[src/common/pad_pkg.sv]
// Single clock domain; one APB control word at byte 0, two ports, tick rate tied to clk_sys
package pad_pkg;

	// ==============================
	// Sizes and rates
	// ==============================
	localparam int NUM_PADDLE_PORTS = 2;

	// Roughly 16 kHz paddle strobe from the system clock
	localparam int PADDLE_TICK_DIV = 3356;
	localparam int PADDLE_TICK_W = $clog2(PADDLE_TICK_DIV);

	localparam int APB_ADDR_W = 8;
	localparam int APB_DATA_W = 32;

	typedef logic [APB_ADDR_W-1:0] apb_addr_t;
	typedef logic [APB_DATA_W-1:0] apb_data_t;

	// ==============================
	// Register map
	// ==============================
	localparam apb_addr_t CTRL_ADDR = 8'h00;

	localparam int CTRL_SWAP_BIT = 0;
	localparam int CTRL_PADDLE_EN_BIT = 1;
	localparam int CTRL_PADDLE_JOY_BIT = 2;
	localparam int CTRL_JP_REGION_BIT = 3;

	// ==============================
	// Controller types
	// ==============================
	// Paddle position, low nibble goes out first
	typedef logic [7:0] pad_sample_t;
	typedef logic [3:0] pad_nibble_t;

	// Bit 0 upwards: right, left, down, up, TL, TR
	typedef logic [5:0] joy_t;
	// Same order as joy_t, active low
	typedef logic [5:0] port_pins_t;

	typedef struct packed {
		pad_sample_t sample;
		logic        th;
		logic        tick;
	} paddle_feed_t;

	typedef struct packed {
		pad_nibble_t nibble;
		logic        tr;
	} paddle_out_t;

endpackage

[src/common/pad_cfg_if.sv]
// Static control bits only; they change solely on an APB write and carry no handshake
interface pad_cfg_if;

	// Exchange the two joysticks between port A and port B
	logic swap;

	// Paddle channels take over the direction and TR pins
	logic paddle_en;

	// Paddle position from the analog stick instead of the knob
	logic paddle_joy;

	// Free-running nibble toggle instead of TH-driven selection
	logic jp_region;

	modport source (
		output swap,
		output paddle_en,
		output paddle_joy,
		output jp_region
	);

	modport sink (
		input swap,
		input paddle_en,
		input paddle_joy,
		input jp_region
	);

endinterface

[src/design/pad_config_apb.sv]
// APB slave without wait states; only CTRL_ADDR is mapped, upper data bits read as zero
module pad_config_apb (
	input  logic               clk_sys,
	input  logic               RESET,
	input  logic               psel,
	input  logic               penable,
	input  logic               pwrite,
	input  pad_pkg::apb_addr_t paddr,
	input  pad_pkg::apb_data_t pwdata,
	output pad_pkg::apb_data_t prdata,
	output logic               pready,
	output logic               pslverr,
	pad_cfg_if.source          cfg
);
	import pad_pkg::*;

	logic      setup_phase;
	logic      access_phase;
	logic      addr_hit;
	logic      swap_q;
	logic      paddle_en_q;
	logic      paddle_joy_q;
	logic      jp_region_q;
	apb_data_t ctrl_word;

	assign setup_phase  = psel & ~penable;
	assign access_phase = psel & penable;
	assign addr_hit     = (paddr == CTRL_ADDR);

	// Every access phase completes in one cycle
	assign pready = access_phase;

	// Read-back word with the bits at their map positions
	always_comb begin
		ctrl_word = '0;
		ctrl_word[CTRL_SWAP_BIT]       = swap_q;
		ctrl_word[CTRL_PADDLE_EN_BIT]  = paddle_en_q;
		ctrl_word[CTRL_PADDLE_JOY_BIT] = paddle_joy_q;
		ctrl_word[CTRL_JP_REGION_BIT]  = jp_region_q;
	end

	// ==============================
	// Control register
	// ==============================
	always_ff @(posedge clk_sys) begin
		if (RESET) begin
			swap_q       <= 1'b0;
			paddle_en_q  <= 1'b0;
			paddle_joy_q <= 1'b0;
			jp_region_q  <= 1'b0;
		end else if (access_phase && pwrite && addr_hit) begin
			swap_q       <= pwdata[CTRL_SWAP_BIT];
			paddle_en_q  <= pwdata[CTRL_PADDLE_EN_BIT];
			paddle_joy_q <= pwdata[CTRL_PADDLE_JOY_BIT];
			jp_region_q  <= pwdata[CTRL_JP_REGION_BIT];
		end
	end

	// Response is prepared in setup so it is stable for the whole access phase
	always_ff @(posedge clk_sys) begin
		if (RESET) begin
			prdata  <= '0;
			pslverr <= 1'b0;
		end else if (setup_phase) begin
			prdata  <= (addr_hit && !pwrite) ? ctrl_word : '0;
			pslverr <= ~addr_hit;
		end else begin
			prdata  <= '0;
			pslverr <= 1'b0;
		end
	end

	assign cfg.swap       = swap_q;
	assign cfg.paddle_en  = paddle_en_q;
	assign cfg.paddle_joy = paddle_joy_q;
	assign cfg.jp_region  = jp_region_q;

endmodule

[src/design/pad_sample_source.sv]
// Stick input is two's complement and is mapped to an unsigned position; tick phase restarts on RESET
module pad_sample_source (
	input  logic                  clk_sys,
	input  logic                  RESET,
	pad_cfg_if.sink               cfg,
	input  pad_pkg::pad_sample_t  knob_0,
	input  pad_pkg::pad_sample_t  knob_1,
	input  pad_pkg::pad_sample_t  stick_x_0,
	input  pad_pkg::pad_sample_t  stick_x_1,
	input  logic                  th_out_a,
	input  logic                  th_out_b,
	output pad_pkg::paddle_feed_t [pad_pkg::NUM_PADDLE_PORTS-1:0] feed
);
	import pad_pkg::*;

	pad_sample_t [NUM_PADDLE_PORTS-1:0] knob_in;
	pad_sample_t [NUM_PADDLE_PORTS-1:0] stick_in;
	pad_sample_t [NUM_PADDLE_PORTS-1:0] sample_q;
	logic [NUM_PADDLE_PORTS-1:0]        th_q;
	logic [PADDLE_TICK_W-1:0]           tick_cnt;
	logic                               tick;

	assign knob_in  = {knob_1, knob_0};
	assign stick_in = {stick_x_1, stick_x_0};

	// ==============================
	// Sample and TH capture
	// ==============================
	always_ff @(posedge clk_sys) begin
		for (int i = 0; i < NUM_PADDLE_PORTS; i++) begin
			if (cfg.paddle_joy) begin
				// Centre of the stick lands on 8'h80
				sample_q[i] <= {~stick_in[i][7], stick_in[i][6:0]};
			end else begin
				sample_q[i] <= knob_in[i];
			end
		end
	end

	// TH idles high on the console side
	always_ff @(posedge clk_sys) begin
		if (RESET) begin
			th_q <= '1;
		end else begin
			th_q <= {th_out_b, th_out_a};
		end
	end

	// ==============================
	// Paddle tick
	// ==============================
	always_ff @(posedge clk_sys) begin
		if (RESET) begin
			tick_cnt <= '0;
		end else if (tick_cnt == PADDLE_TICK_W'(PADDLE_TICK_DIV - 1)) begin
			tick_cnt <= '0;
		end else begin
			tick_cnt <= tick_cnt + 1'b1;
		end
	end

	assign tick = (tick_cnt == '0);

	always_comb begin
		for (int i = 0; i < NUM_PADDLE_PORTS; i++) begin
			feed[i].sample = sample_q[i];
			feed[i].th     = th_q[i];
			feed[i].tick   = tick;
		end
	end

endmodule

[src/design/paddle/paddle_nibble_mux.sv]
// One paddle port; feed must come from registers, sample is taken as-is at the load point
module paddle_nibble_mux (
	input  logic                  clk_sys,
	input  logic                  RESET,
	pad_cfg_if.sink               cfg,
	input  pad_pkg::paddle_feed_t feed,
	output pad_pkg::paddle_out_t  pins
);
	import pad_pkg::*;

	pad_nibble_t nibble_q;
	pad_nibble_t high_q;
	logic        tr_q;
	logic        th_prev;
	logic        th_fall;
	logic        th_rise;

	assign th_fall = th_prev & ~feed.th;
	assign th_rise = ~th_prev & feed.th;

	// ==============================
	// Nibble sequencer
	// ==============================
	always_ff @(posedge clk_sys) begin
		if (RESET) begin
			nibble_q <= '0;
			high_q   <= '0;
			tr_q     <= 1'b0;
			th_prev  <= 1'b1;
		end else begin
			// Tracked in both modes so a mode change sees no stale edge
			th_prev <= feed.th;

			if (cfg.jp_region) begin
				// Japanese paddle, TR marks which half is on the pins
				if (feed.tick) begin
					if (tr_q) begin
						high_q   <= feed.sample[7:4];
						nibble_q <= feed.sample[3:0];
						tr_q     <= 1'b0;
					end else begin
						nibble_q <= high_q;
						tr_q     <= 1'b1;
					end
				end
			end else begin
				// Export style, console picks the half with TH
				if (th_fall) begin
					high_q   <= feed.sample[7:4];
					nibble_q <= feed.sample[3:0];
					tr_q     <= 1'b0;
				end else if (th_rise) begin
					nibble_q <= high_q;
					tr_q     <= 1'b0;
				end
			end
		end
	end

	assign pins.nibble = nibble_q;
	assign pins.tr     = tr_q;

endmodule

[src/design/port_pin_mux.sv]
// Registered pins; TH is an input to the pad logic and is not driven back here
module port_pin_mux (
	input  logic                 clk_sys,
	input  logic                 RESET,
	pad_cfg_if.sink              cfg,
	input  pad_pkg::joy_t        joy_0,
	input  pad_pkg::joy_t        joy_1,
	input  pad_pkg::paddle_out_t [pad_pkg::NUM_PADDLE_PORTS-1:0] paddle,
	output pad_pkg::port_pins_t  port_a,
	output pad_pkg::port_pins_t  port_b
);
	import pad_pkg::*;

	joy_t joy_a;
	joy_t joy_b;

	// Joystick pins, with the paddle nibble over the directions when enabled
	function automatic port_pins_t drive_pins(joy_t joy, paddle_out_t pad, logic use_pad);
		port_pins_t pins;
		pins = ~joy;
		if (use_pad) begin
			// Nibble goes on the data lines as-is
			pins[3] = pad.nibble[0];
			pins[2] = pad.nibble[1];
			pins[1] = pad.nibble[2];
			pins[0] = pad.nibble[3];
			pins[5] = pad.tr;
		end
		return pins;
	endfunction

	assign joy_a = cfg.swap ? joy_1 : joy_0;
	assign joy_b = cfg.swap ? joy_0 : joy_1;

	// ==============================
	// Output pins
	// ==============================
	always_ff @(posedge clk_sys) begin
		if (RESET) begin
			// Released
			port_a <= '1;
			port_b <= '1;
		end else begin
			port_a <= drive_pins(joy_a, paddle[0], cfg.paddle_en);
			port_b <= drive_pins(joy_b, paddle[1], cfg.paddle_en);
		end
	end

endmodule

[src/design/sms_pad_ports.sv]
// Two controller ports on one clock; export-mode TH edges reach the pins three cycles later
module sms_pad_ports (
	input  logic                 clk_sys,
	input  logic                 RESET,

	// APB control port
	input  logic                 psel,
	input  logic                 penable,
	input  logic                 pwrite,
	input  pad_pkg::apb_addr_t   paddr,
	input  pad_pkg::apb_data_t   pwdata,
	output pad_pkg::apb_data_t   prdata,
	output logic                 pready,
	output logic                 pslverr,

	// Controller sources
	input  pad_pkg::joy_t        joy_0,
	input  pad_pkg::joy_t        joy_1,
	input  pad_pkg::pad_sample_t knob_0,
	input  pad_pkg::pad_sample_t knob_1,
	input  pad_pkg::pad_sample_t stick_x_0,
	input  pad_pkg::pad_sample_t stick_x_1,

	// Console side
	input  logic                 th_out_a,
	input  logic                 th_out_b,
	output pad_pkg::port_pins_t  port_a,
	output pad_pkg::port_pins_t  port_b
);
	import pad_pkg::*;

	paddle_feed_t [NUM_PADDLE_PORTS-1:0] feed;
	paddle_out_t [NUM_PADDLE_PORTS-1:0]  pad_out;

	pad_cfg_if cfg_bus ();

	pad_config_apb u_config (
		.clk_sys (clk_sys),
		.RESET   (RESET),
		.psel    (psel),
		.penable (penable),
		.pwrite  (pwrite),
		.paddr   (paddr),
		.pwdata  (pwdata),
		.prdata  (prdata),
		.pready  (pready),
		.pslverr (pslverr),
		.cfg     (cfg_bus)
	);

	pad_sample_source u_source (
		.clk_sys   (clk_sys),
		.RESET     (RESET),
		.cfg       (cfg_bus),
		.knob_0    (knob_0),
		.knob_1    (knob_1),
		.stick_x_0 (stick_x_0),
		.stick_x_1 (stick_x_1),
		.th_out_a  (th_out_a),
		.th_out_b  (th_out_b),
		.feed      (feed)
	);

	// ==============================
	// Paddle channels
	// ==============================
	for (genvar ch = 0; ch < NUM_PADDLE_PORTS; ch++) begin : g_paddle
		paddle_nibble_mux u_chan (
			.clk_sys (clk_sys),
			.RESET   (RESET),
			.cfg     (cfg_bus),
			.feed    (feed[ch]),
			.pins    (pad_out[ch])
		);
	end

	port_pin_mux u_pins (
		.clk_sys (clk_sys),
		.RESET   (RESET),
		.cfg     (cfg_bus),
		.joy_0   (joy_0),
		.joy_1   (joy_1),
		.paddle  (pad_out),
		.port_a  (port_a),
		.port_b  (port_b)
	);

endmodule

[config.mk]
export PLATFORM = sky130hd
export DESIGN_NAME = sms_pad_ports
export DESIGN_NICKNAME = d
export VERILOG_FILES = /design/src/common/pad_pkg.sv /design/src/common/pad_cfg_if.sv /design/src/design/pad_config_apb.sv /design/src/design/pad_sample_source.sv /design/src/design/paddle/paddle_nibble_mux.sv /design/src/design/port_pin_mux.sv /design/src/design/sms_pad_ports.sv
export SDC_FILE = /design/constraint.sdc
export NUM_CORES = 1
export LEC_CHECK = 0
export BUFFER_PORTS_ARGS = -buffer_cell sky130_fd_sc_hd__buf_4
export CORE_AREA = 2 2 84 86
export DETAILED_ROUTE_END_ITERATION = 6
export DIE_AREA = 0 0 86 88
export PLACE_DENSITY = 0.76
export SETUP_SLACK_MARGIN = 0.02
export SLEW_MARGIN = 20
export SYNTH_ARGS = -nofsm -noshare
export SYNTH_HDL_FRONTEND = slang
export SYNTH_SLANG_ARGS = --single-unit
[constraint.sdc]
create_clock -name clk_sys -period 2.6 [get_ports clk_sys]
set_clock_uncertainty 0.2 [all_clocks]
set_input_delay 0 -clock clk_sys [delete_from_list [all_inputs] [get_ports clk_sys]]
set_output_delay 0 -clock clk_sys [all_outputs]
set_load 0.005 [all_outputs]
==> impl_results.md, run 1 <==
- Most used cell, CP: dlygate4sd3_1
- Post-DRT Antenna Nets: 0
- Mux share of post-synthesis cell area: 14.2%
- Post-Layout Inst Area: 4490 um^2
- GPL Wtd Cong: 0.852
- RSZ-0062 raised after global routing: false
- CP Max Fanout: 17
- Avg Vias per Cell: 4.87
- Clk root buf: clkbuf_8
- Critical path buffer and inverter count: 5
- Drt total wl: 7.32 mm
- Least-Margin Pin Slew: 775 ps
- Area Growth Syn to Fin: 47.3%
- Core Region: 6640 um^2
- Number of gates resized after cts: 0
- Top FF cell, synth: dfxtp_1
- # DRC: 0
- DIE HEIGHT: 88 um
- Chip Width: 86 um
- CTS H-tree depth: 3
- #FFs+latches synth: 71
- Total global-route track usage: 19.8%
- Setup-failing EPs final: 0
- Max Freq: 434 MHz
- Remaining global-route overflow: 0
- Layout cells sized above 1: 28.3%
- Clock-pin slew on the worst setup and hold paths: 70 ps
- Seq/Total Area, Yosys: 46.6%
- Final antenna diode count: 0
- Drt first pass iters: 4
- Slew HR: 48.2%
- Clock Path Buffers: 2
- Vias: 2664
- CP Data Required Time: 2690 ps
- Type of origin of the critical path: input port
- Initial antenna violation count: 0
- Cell Chain, Critical Path: dlygate4sd3_1 > buf_4 > inv_1 > nand3b_1 > dlygate4sd3_1 > nor3_1 > dlygate4sd3_1 > and2_1
- Cells after Synth: 313
- Hold_buf cts: 68
- WL/cell: 13.4 um
- WP data arrival: 2390 ps
- Latest clock arrival within the worst-skew pair: 340 ps
- CTS Buf Count: 9
- Post-Synth XOR/XNOR Area: 3.16%
- CTS tree: built
- Post-Layout Cell Count: 547
- CP delay by family, top: buffers and inverters
- Fin. Hold Viols: 0
- Critical path origin: RESET
- Worst hold start: psel
- Port bufs: 80
- Inst Count DP: 463
- Detail Placement HPWL: 4.55 mm
- PD cells: 515 nW/um^2
- Static leakage: 1.95 nW
- Most frequent cells in the layout: buf_4 (84), dfxtp_1 (71), dlygate4sd3_1 (68)
- Max Cap Violations: 0
- Largest net degree at the start of global routing: 31
- Synth Warn #: 0
- Nets: 555
- IO Count: 137
- Post-CTS Setup Inserts: 0
- Number of global-route vias before repair: 2603
- Status: complete, no violations
- Max incr delay on CP: 620 ps
- Post-synth EDFFs: 0
- CP max-delay cell: dlygate4sd3_1
- Initial cell density of the core: 45.9%
- Largest family of logic cells by synthesized area: simple AND/OR/NAND/NOR gates
- Final Max Slew Viols: 0
- Cell Area, Synth: 3050 um^2
- Kind of critical path: input port to flip-flop
- Setup_tns: 0 ps
- Period utilization: 88.7%
- Peak supply drop: 0.302 mV
- Num Clock Sinks: 71
- Num rows: 30
- Initial DRC count: 107
- Yosys cell types: 32
- Compound-Gate Fraction of Synth Area: 10.1%
- Post-synthesis simple-gate area fraction: 15.7%
- Die ar.: 7570 um^2
- Commonest non-fill, non-tap cell in the layout: buf_4
- Setup crit end kind: flip-flop
- Avg Inst Size Synth: 9.74 um^2
- Reg2Reg Launch Point: u_source.tick_cnt[5]
- Adder-Cell Fraction of Synth Area: 0.821%
- First-pass GRT wire length: 11.5 mm
- Fin crit period: 2310 ps
- Hold slack: 144 ps
- Hold Crit Class: input port to primary output
- Async SR Flop Fraction: 0%
- Area after DPL: 3620 um^2
tightest hold or removal path: stages:
cell and delay, ps:
buf_4 80, and2_1 140, buf_4 120
layer usage:
layer  part of all wire (%)  GRT usage [%]  vias up
li1                       -              -     1326
met1                     39           20.6     1234
met2                     53           37.3       88
met3                    5.2           4.43       16
met4                    2.5           9.96        0
met5                      0              0        -
power breakdown:
group / internal (mW) / switching, mW / total (mW)
registers: 1.14 / 0.0252 / 1.16
logic: 0.188 / 0.107 / 0.295
clock network: 0.465 / 0.392 / 0.858
total: 1.79 / 0.525 / 2.31
path summary, 6_finish.rpt:
check                                         to  slack [ps]  cells past startpoint
setup / recovery              u_config.prdata[3]         290                      8
hold / removal                            pready         140                      3
setup reg to reg  g_paddle[1].u_chan.nibble_q[0]         330                      4
hold reg to reg     g_paddle[0].u_chan.high_q[0]         230                      2
Yosys cell counts (2+ instances only):
master,n,area (um^2)
nand3b_1,2,15.0
inv_1,6,22.5
or2_2,4,25.0
nand4_1,4,25.0
nor4_1,2,12.5
nand3_1,5,25.0
nor2_1,17,63.8
a311oi_1,8,70.1
xnor2_1,3,26.3
buf_2,2,10.0
and2_1,9,56.3
a21oi_1,14,70.1
xor2_1,8,70.1
mux2i_1,14,140
and4_1,3,26.3
nor3b_1,2,15.0
o211ai_1,10,75.1
mux2_2,26,293
nand2_1,40,150
buf_4,28,210
o21ai_0,11,55.1
dfxtp_1,71,1420
ha_1,2,25.0
nand2b_1,3,18.8
clkbuf_1,11,41.3
or4_4,2,22.5
per-stage QoR:
step / setup WS [ps] / util, % / power (mW)
after floorplan: 508 / - / 1.31
after global placement: 382 / 54.5 / 1.40
after detailed placement: 353 / 54.5 / 1.40
after CTS: 299 / 67.6 / 2.31
after global routing: 157 / 67.6 / 2.40
final: 293 / 67.6 / 2.31
kinds of logic (layout without fill, tap and decap cells):
logic type                 count (synthesis)  after routing
AOI/OAI and AO/OA                         45             45
and+or+nand+nor                           96             96
DFF                                       71             71
muxes                                     40             40
other                                      1             28
buffers and inverters                     47            174
xor gates and xnor gates                  11             11
adders and majority gates                  2              2
state kept, by name, summed over array words and instances (netlist names):
register	cells
g_paddle.u_chan.tr_q	2
u_source.feed	16
u_config.cfg.jp_region	1
u_config.cfg.paddle_joy	1
u_config.prdata	4
u_config.cfg.paddle_en	1
u_pins.port_b	6
u_config.cfg.swap	1
g_paddle.u_chan.nibble_q	8
u_config.pslverr	1
u_pins.port_a	6
u_source.tick_cnt	12
u_source.th_q	2
g_paddle.u_chan.high_q	8
g_paddle.u_chan.th_prev	2
area by class of cell:
class,instances,area [um^2]
fill,527,2150
timing repair buffer,152,1310
sequential,71,1420
tap,80,100
multi-input combinational,222,1450
clock buffer,12,145
clock inverter,4,45.0
inverter,6,22.5
No activity file was read; power rests on OpenSTA's default activity.
==> inputs of run 2 (changes only) <==
Settings changed: CAP_MARGIN set to 5, PLACE_DENSITY 0.76 to not set, PLACE_DENSITY_LB_ADDON set to 0.08.
Clock period 2.6 ns to 2.31 ns, I/O delays scaled along.
==> run 2 against run 1 <==
Net effect:
- sequential share of layout area is 1.6 points lower
- worst setup slack worse by 180 ps
- via count is 1.6% higher
- global-route usage is 0.46 points higher
- flip-flop and latch count stayed put
- wire length is 0.22% lower
- sequential power is 12% higher
- die area stayed put
- critical path depth is 1 lower
- clock power is 45% higher
- final cell count is 3.3% higher
- cell area is 5.2% higher
- critical endpoint is now u_config.pslverr
- largest power group unchanged
==> impl_results.md, run 2 (same netlist as run 1, synthesis figures left out) <==
- Final antenna diode count: 0
- Clock-pin slew on the worst setup and hold paths: 70 ps
- Global-route met2 utilization: 35.3%
- Hold slack: 129 ps
- Initial DRC count: 110
- Initial antenna violation count: 0
- Commonest non-fill, non-tap cell in the layout: buf_4
- Critical path origin: RESET
- Met1 GRT Util: 24.8%
- Avg Vias per Cell: 4.79
- Type of origin of the critical path: input port
- Least-Margin Pin Slew: 693 ps
- Reg2Reg Launch Point: u_source.tick_cnt[6]
- Most frequent cells in the layout: buf_4 (94), dlygate4sd3_1 (76), dfxtp_1 (71)
- Latest clock arrival within the worst-skew pair: 350 ps
- Clk root buf: clkbuf_8
- CTS tree: built
- Max Cap Violations: 0
- WL/cell: 12.9 um
- CP delay by family, top: buffers and inverters
- Vias: 2706
- RSZ-0062 raised after global routing: false
- Gr busiest metal: met2
- Port bufs: 80
- R2R depth: 5
- Area Growth Syn to Fin: 54.9%
- Max incr delay on CP: 580 ps
- Kind of critical path: input port to flip-flop
- Initial cell density of the core: 45.9%
- Fin crit period: 2190 ps
- Cell Chain, Critical Path: dlygate4sd3_1 > buf_4 > clkinvlp_4 > nand3b_1 > dlygate4sd3_1 > a21oi_1 > dlygate4sd3_1
- PD cells: 613 nW/um^2
- GPL Wtd Cong: 0.800
- WP data arrival: 2230 ps
- Crit path to: u_config.pslverr
- Clock group share of total power: 42.8%
- Fin. Hold Viols: 0
- First-pass GRT wire length: 12.1 mm
- CP Max Fanout: 10
- Num Clock Sinks: 71
- Switching Fraction: 22.0%
- Detail Placement HPWL: 4.53 mm
- Remaining global-route overflow: 0
- Hold Crit Class: input port to primary output
- Setup-failing EPs final: 0
- Slew HR: 53.7%
- Largest net degree at the start of global routing: 23
- FF-to-FF End: g_paddle[0].u_chan.nibble_q[2]
- Int Pwr: 2.26 mW
- Layout cells sized above 1: 30.3%
- Max Freq: 456 MHz
- Critical path buffer and inverter count: 5
- Num rows: 30
- # DRC: 0
- Die ar.: 7570 um^2
- Peak supply drop: 0.568 mV
- CTS Buf Count: 9
- Combinational power share: 12.1%
- Static leakage: 2.05 nW
- Status: complete, no violations
- Nets: 573
- DIE HEIGHT: 88 um
- CP max-delay cell: dlygate4sd3_1
- Crit path depth: 7
- Drt first pass iters: 4
- FF-to-FF setup slack: 210 ps
- Setup crit end kind: flip-flop
- Total global-route track usage: 20.2%
- Number of global-route vias before repair: 2683
- Post-DRT Antenna Nets: 0
- Drt total wl: 7.30 mm
- Largest register FFs: 16
- Final Max Slew Viols: 0
- CTS H-tree depth: 3
- Met3 GRT Util: 3.96%
- Clock Path Buffers: 2
- Core Region: 6640 um^2
- Setup_tns: 0 ps
- Net Sw Power: 637 uW
- Chip Width: 86 um
- CP Data Required Time: 2340 ps
- IO Count: 137
- Period utilization: 95.0%
- Seq pwr share: 45.1%
- Most used cell, CP: dlygate4sd3_1
==> run 2: cell types whose count changed in the layout (fill, tap and decap cells not counted) <==
cell,previous run,this run
buf_4,84,94
bufinv_16,1,3
clkbuf_1,2,0
clkinv_2,3,0
clkinvlp_4,0,2
dlygate4sd3_1,68,76
inv_1,6,5
inv_6,0,2
nor4_1,2,0
nor4_2,1,3
==> run 2: how the worst min path moves through the flow <==
stage	depth (start not counted)	to	slack, ps	start
6_report	3	pready	130	psel
5_1_grt	3	pready	160	psel
4_1_cts	3	pready	130	psel
3_5_place_dp	2	u_source.feed[19]	-10	stick_x_1[7]
3_3_place_gp	2	u_source.feed[19]	-10	stick_x_1[7]
2_1_floorplan	1	g_paddle[0].u_chan.nibble_q[0]	-130	RESET
==> run 2: worst register-to-register path, delay by kind of cell (launching register included) <==
family / cells / cell delay (ps)
compound gates: 2 / 440
buf+inv: 1 / 200
flops: 1 / 350
simple gates: 2 / 800
==> run 2: what timing repair did <==
action | CTS | global route
hold buffers | 76 | 0
endpoints found under the setup margin | 0 | 9
hold endpoints to repair | 49 | 0
gates resized for setup | 0 | 3
setup buffers | 0 | 5
==> run 2: layout make-up <==
| type | count | area (um^2) |
|---|---|---|
| Tap cell | 80 | 100 |
| Clock buffer | 10 | 138 |
| Fill cell | 497 | 1920 |
| Inverter | 6 | 26.3 |
| Timing Repair Buffer | 170 | 1470 |
| Clock inverter | 6 | 115 |
| Sequential cell | 71 | 1420 |
| Multi-Input combinational cell | 222 | 1460 |
==> run 2: metal layers <==
metal	vias to the layer above	part of all wire (%)
li1	1362	-
met1	1255	44
met2	78	50
met3	11	4.9
met4	0	1.4
met5	-	0
==> run 2: power by group through the flow <==
stage	clock network (mW)	registers, mW	logic [mW]
5_1_grt	1.31	1.31	0.386
3_5_place_dp	0	1.33	0.245
4_1_cts	1.25	1.30	0.338
3_3_place_gp	0	1.33	0.242
2_1_floorplan	0	1.32	0.155
6_report	1.24	1.30	0.351
==> run 2: through the flow <==
stage	instance area [um^2]	power [mW]	instances	util [%]	setup WS, ps
3_3_place_gp	3660	1.57	468	55.0	220
2_1_floorplan	3150	1.48	340	-	218
3_5_place_dp	3660	1.58	468	55.0	211
4_1_cts	4670	2.89	560	70.3	41.8
5_1_grt	4720	3.01	565	71.1	41.5
6_report	4720	2.89	565	71.1	117
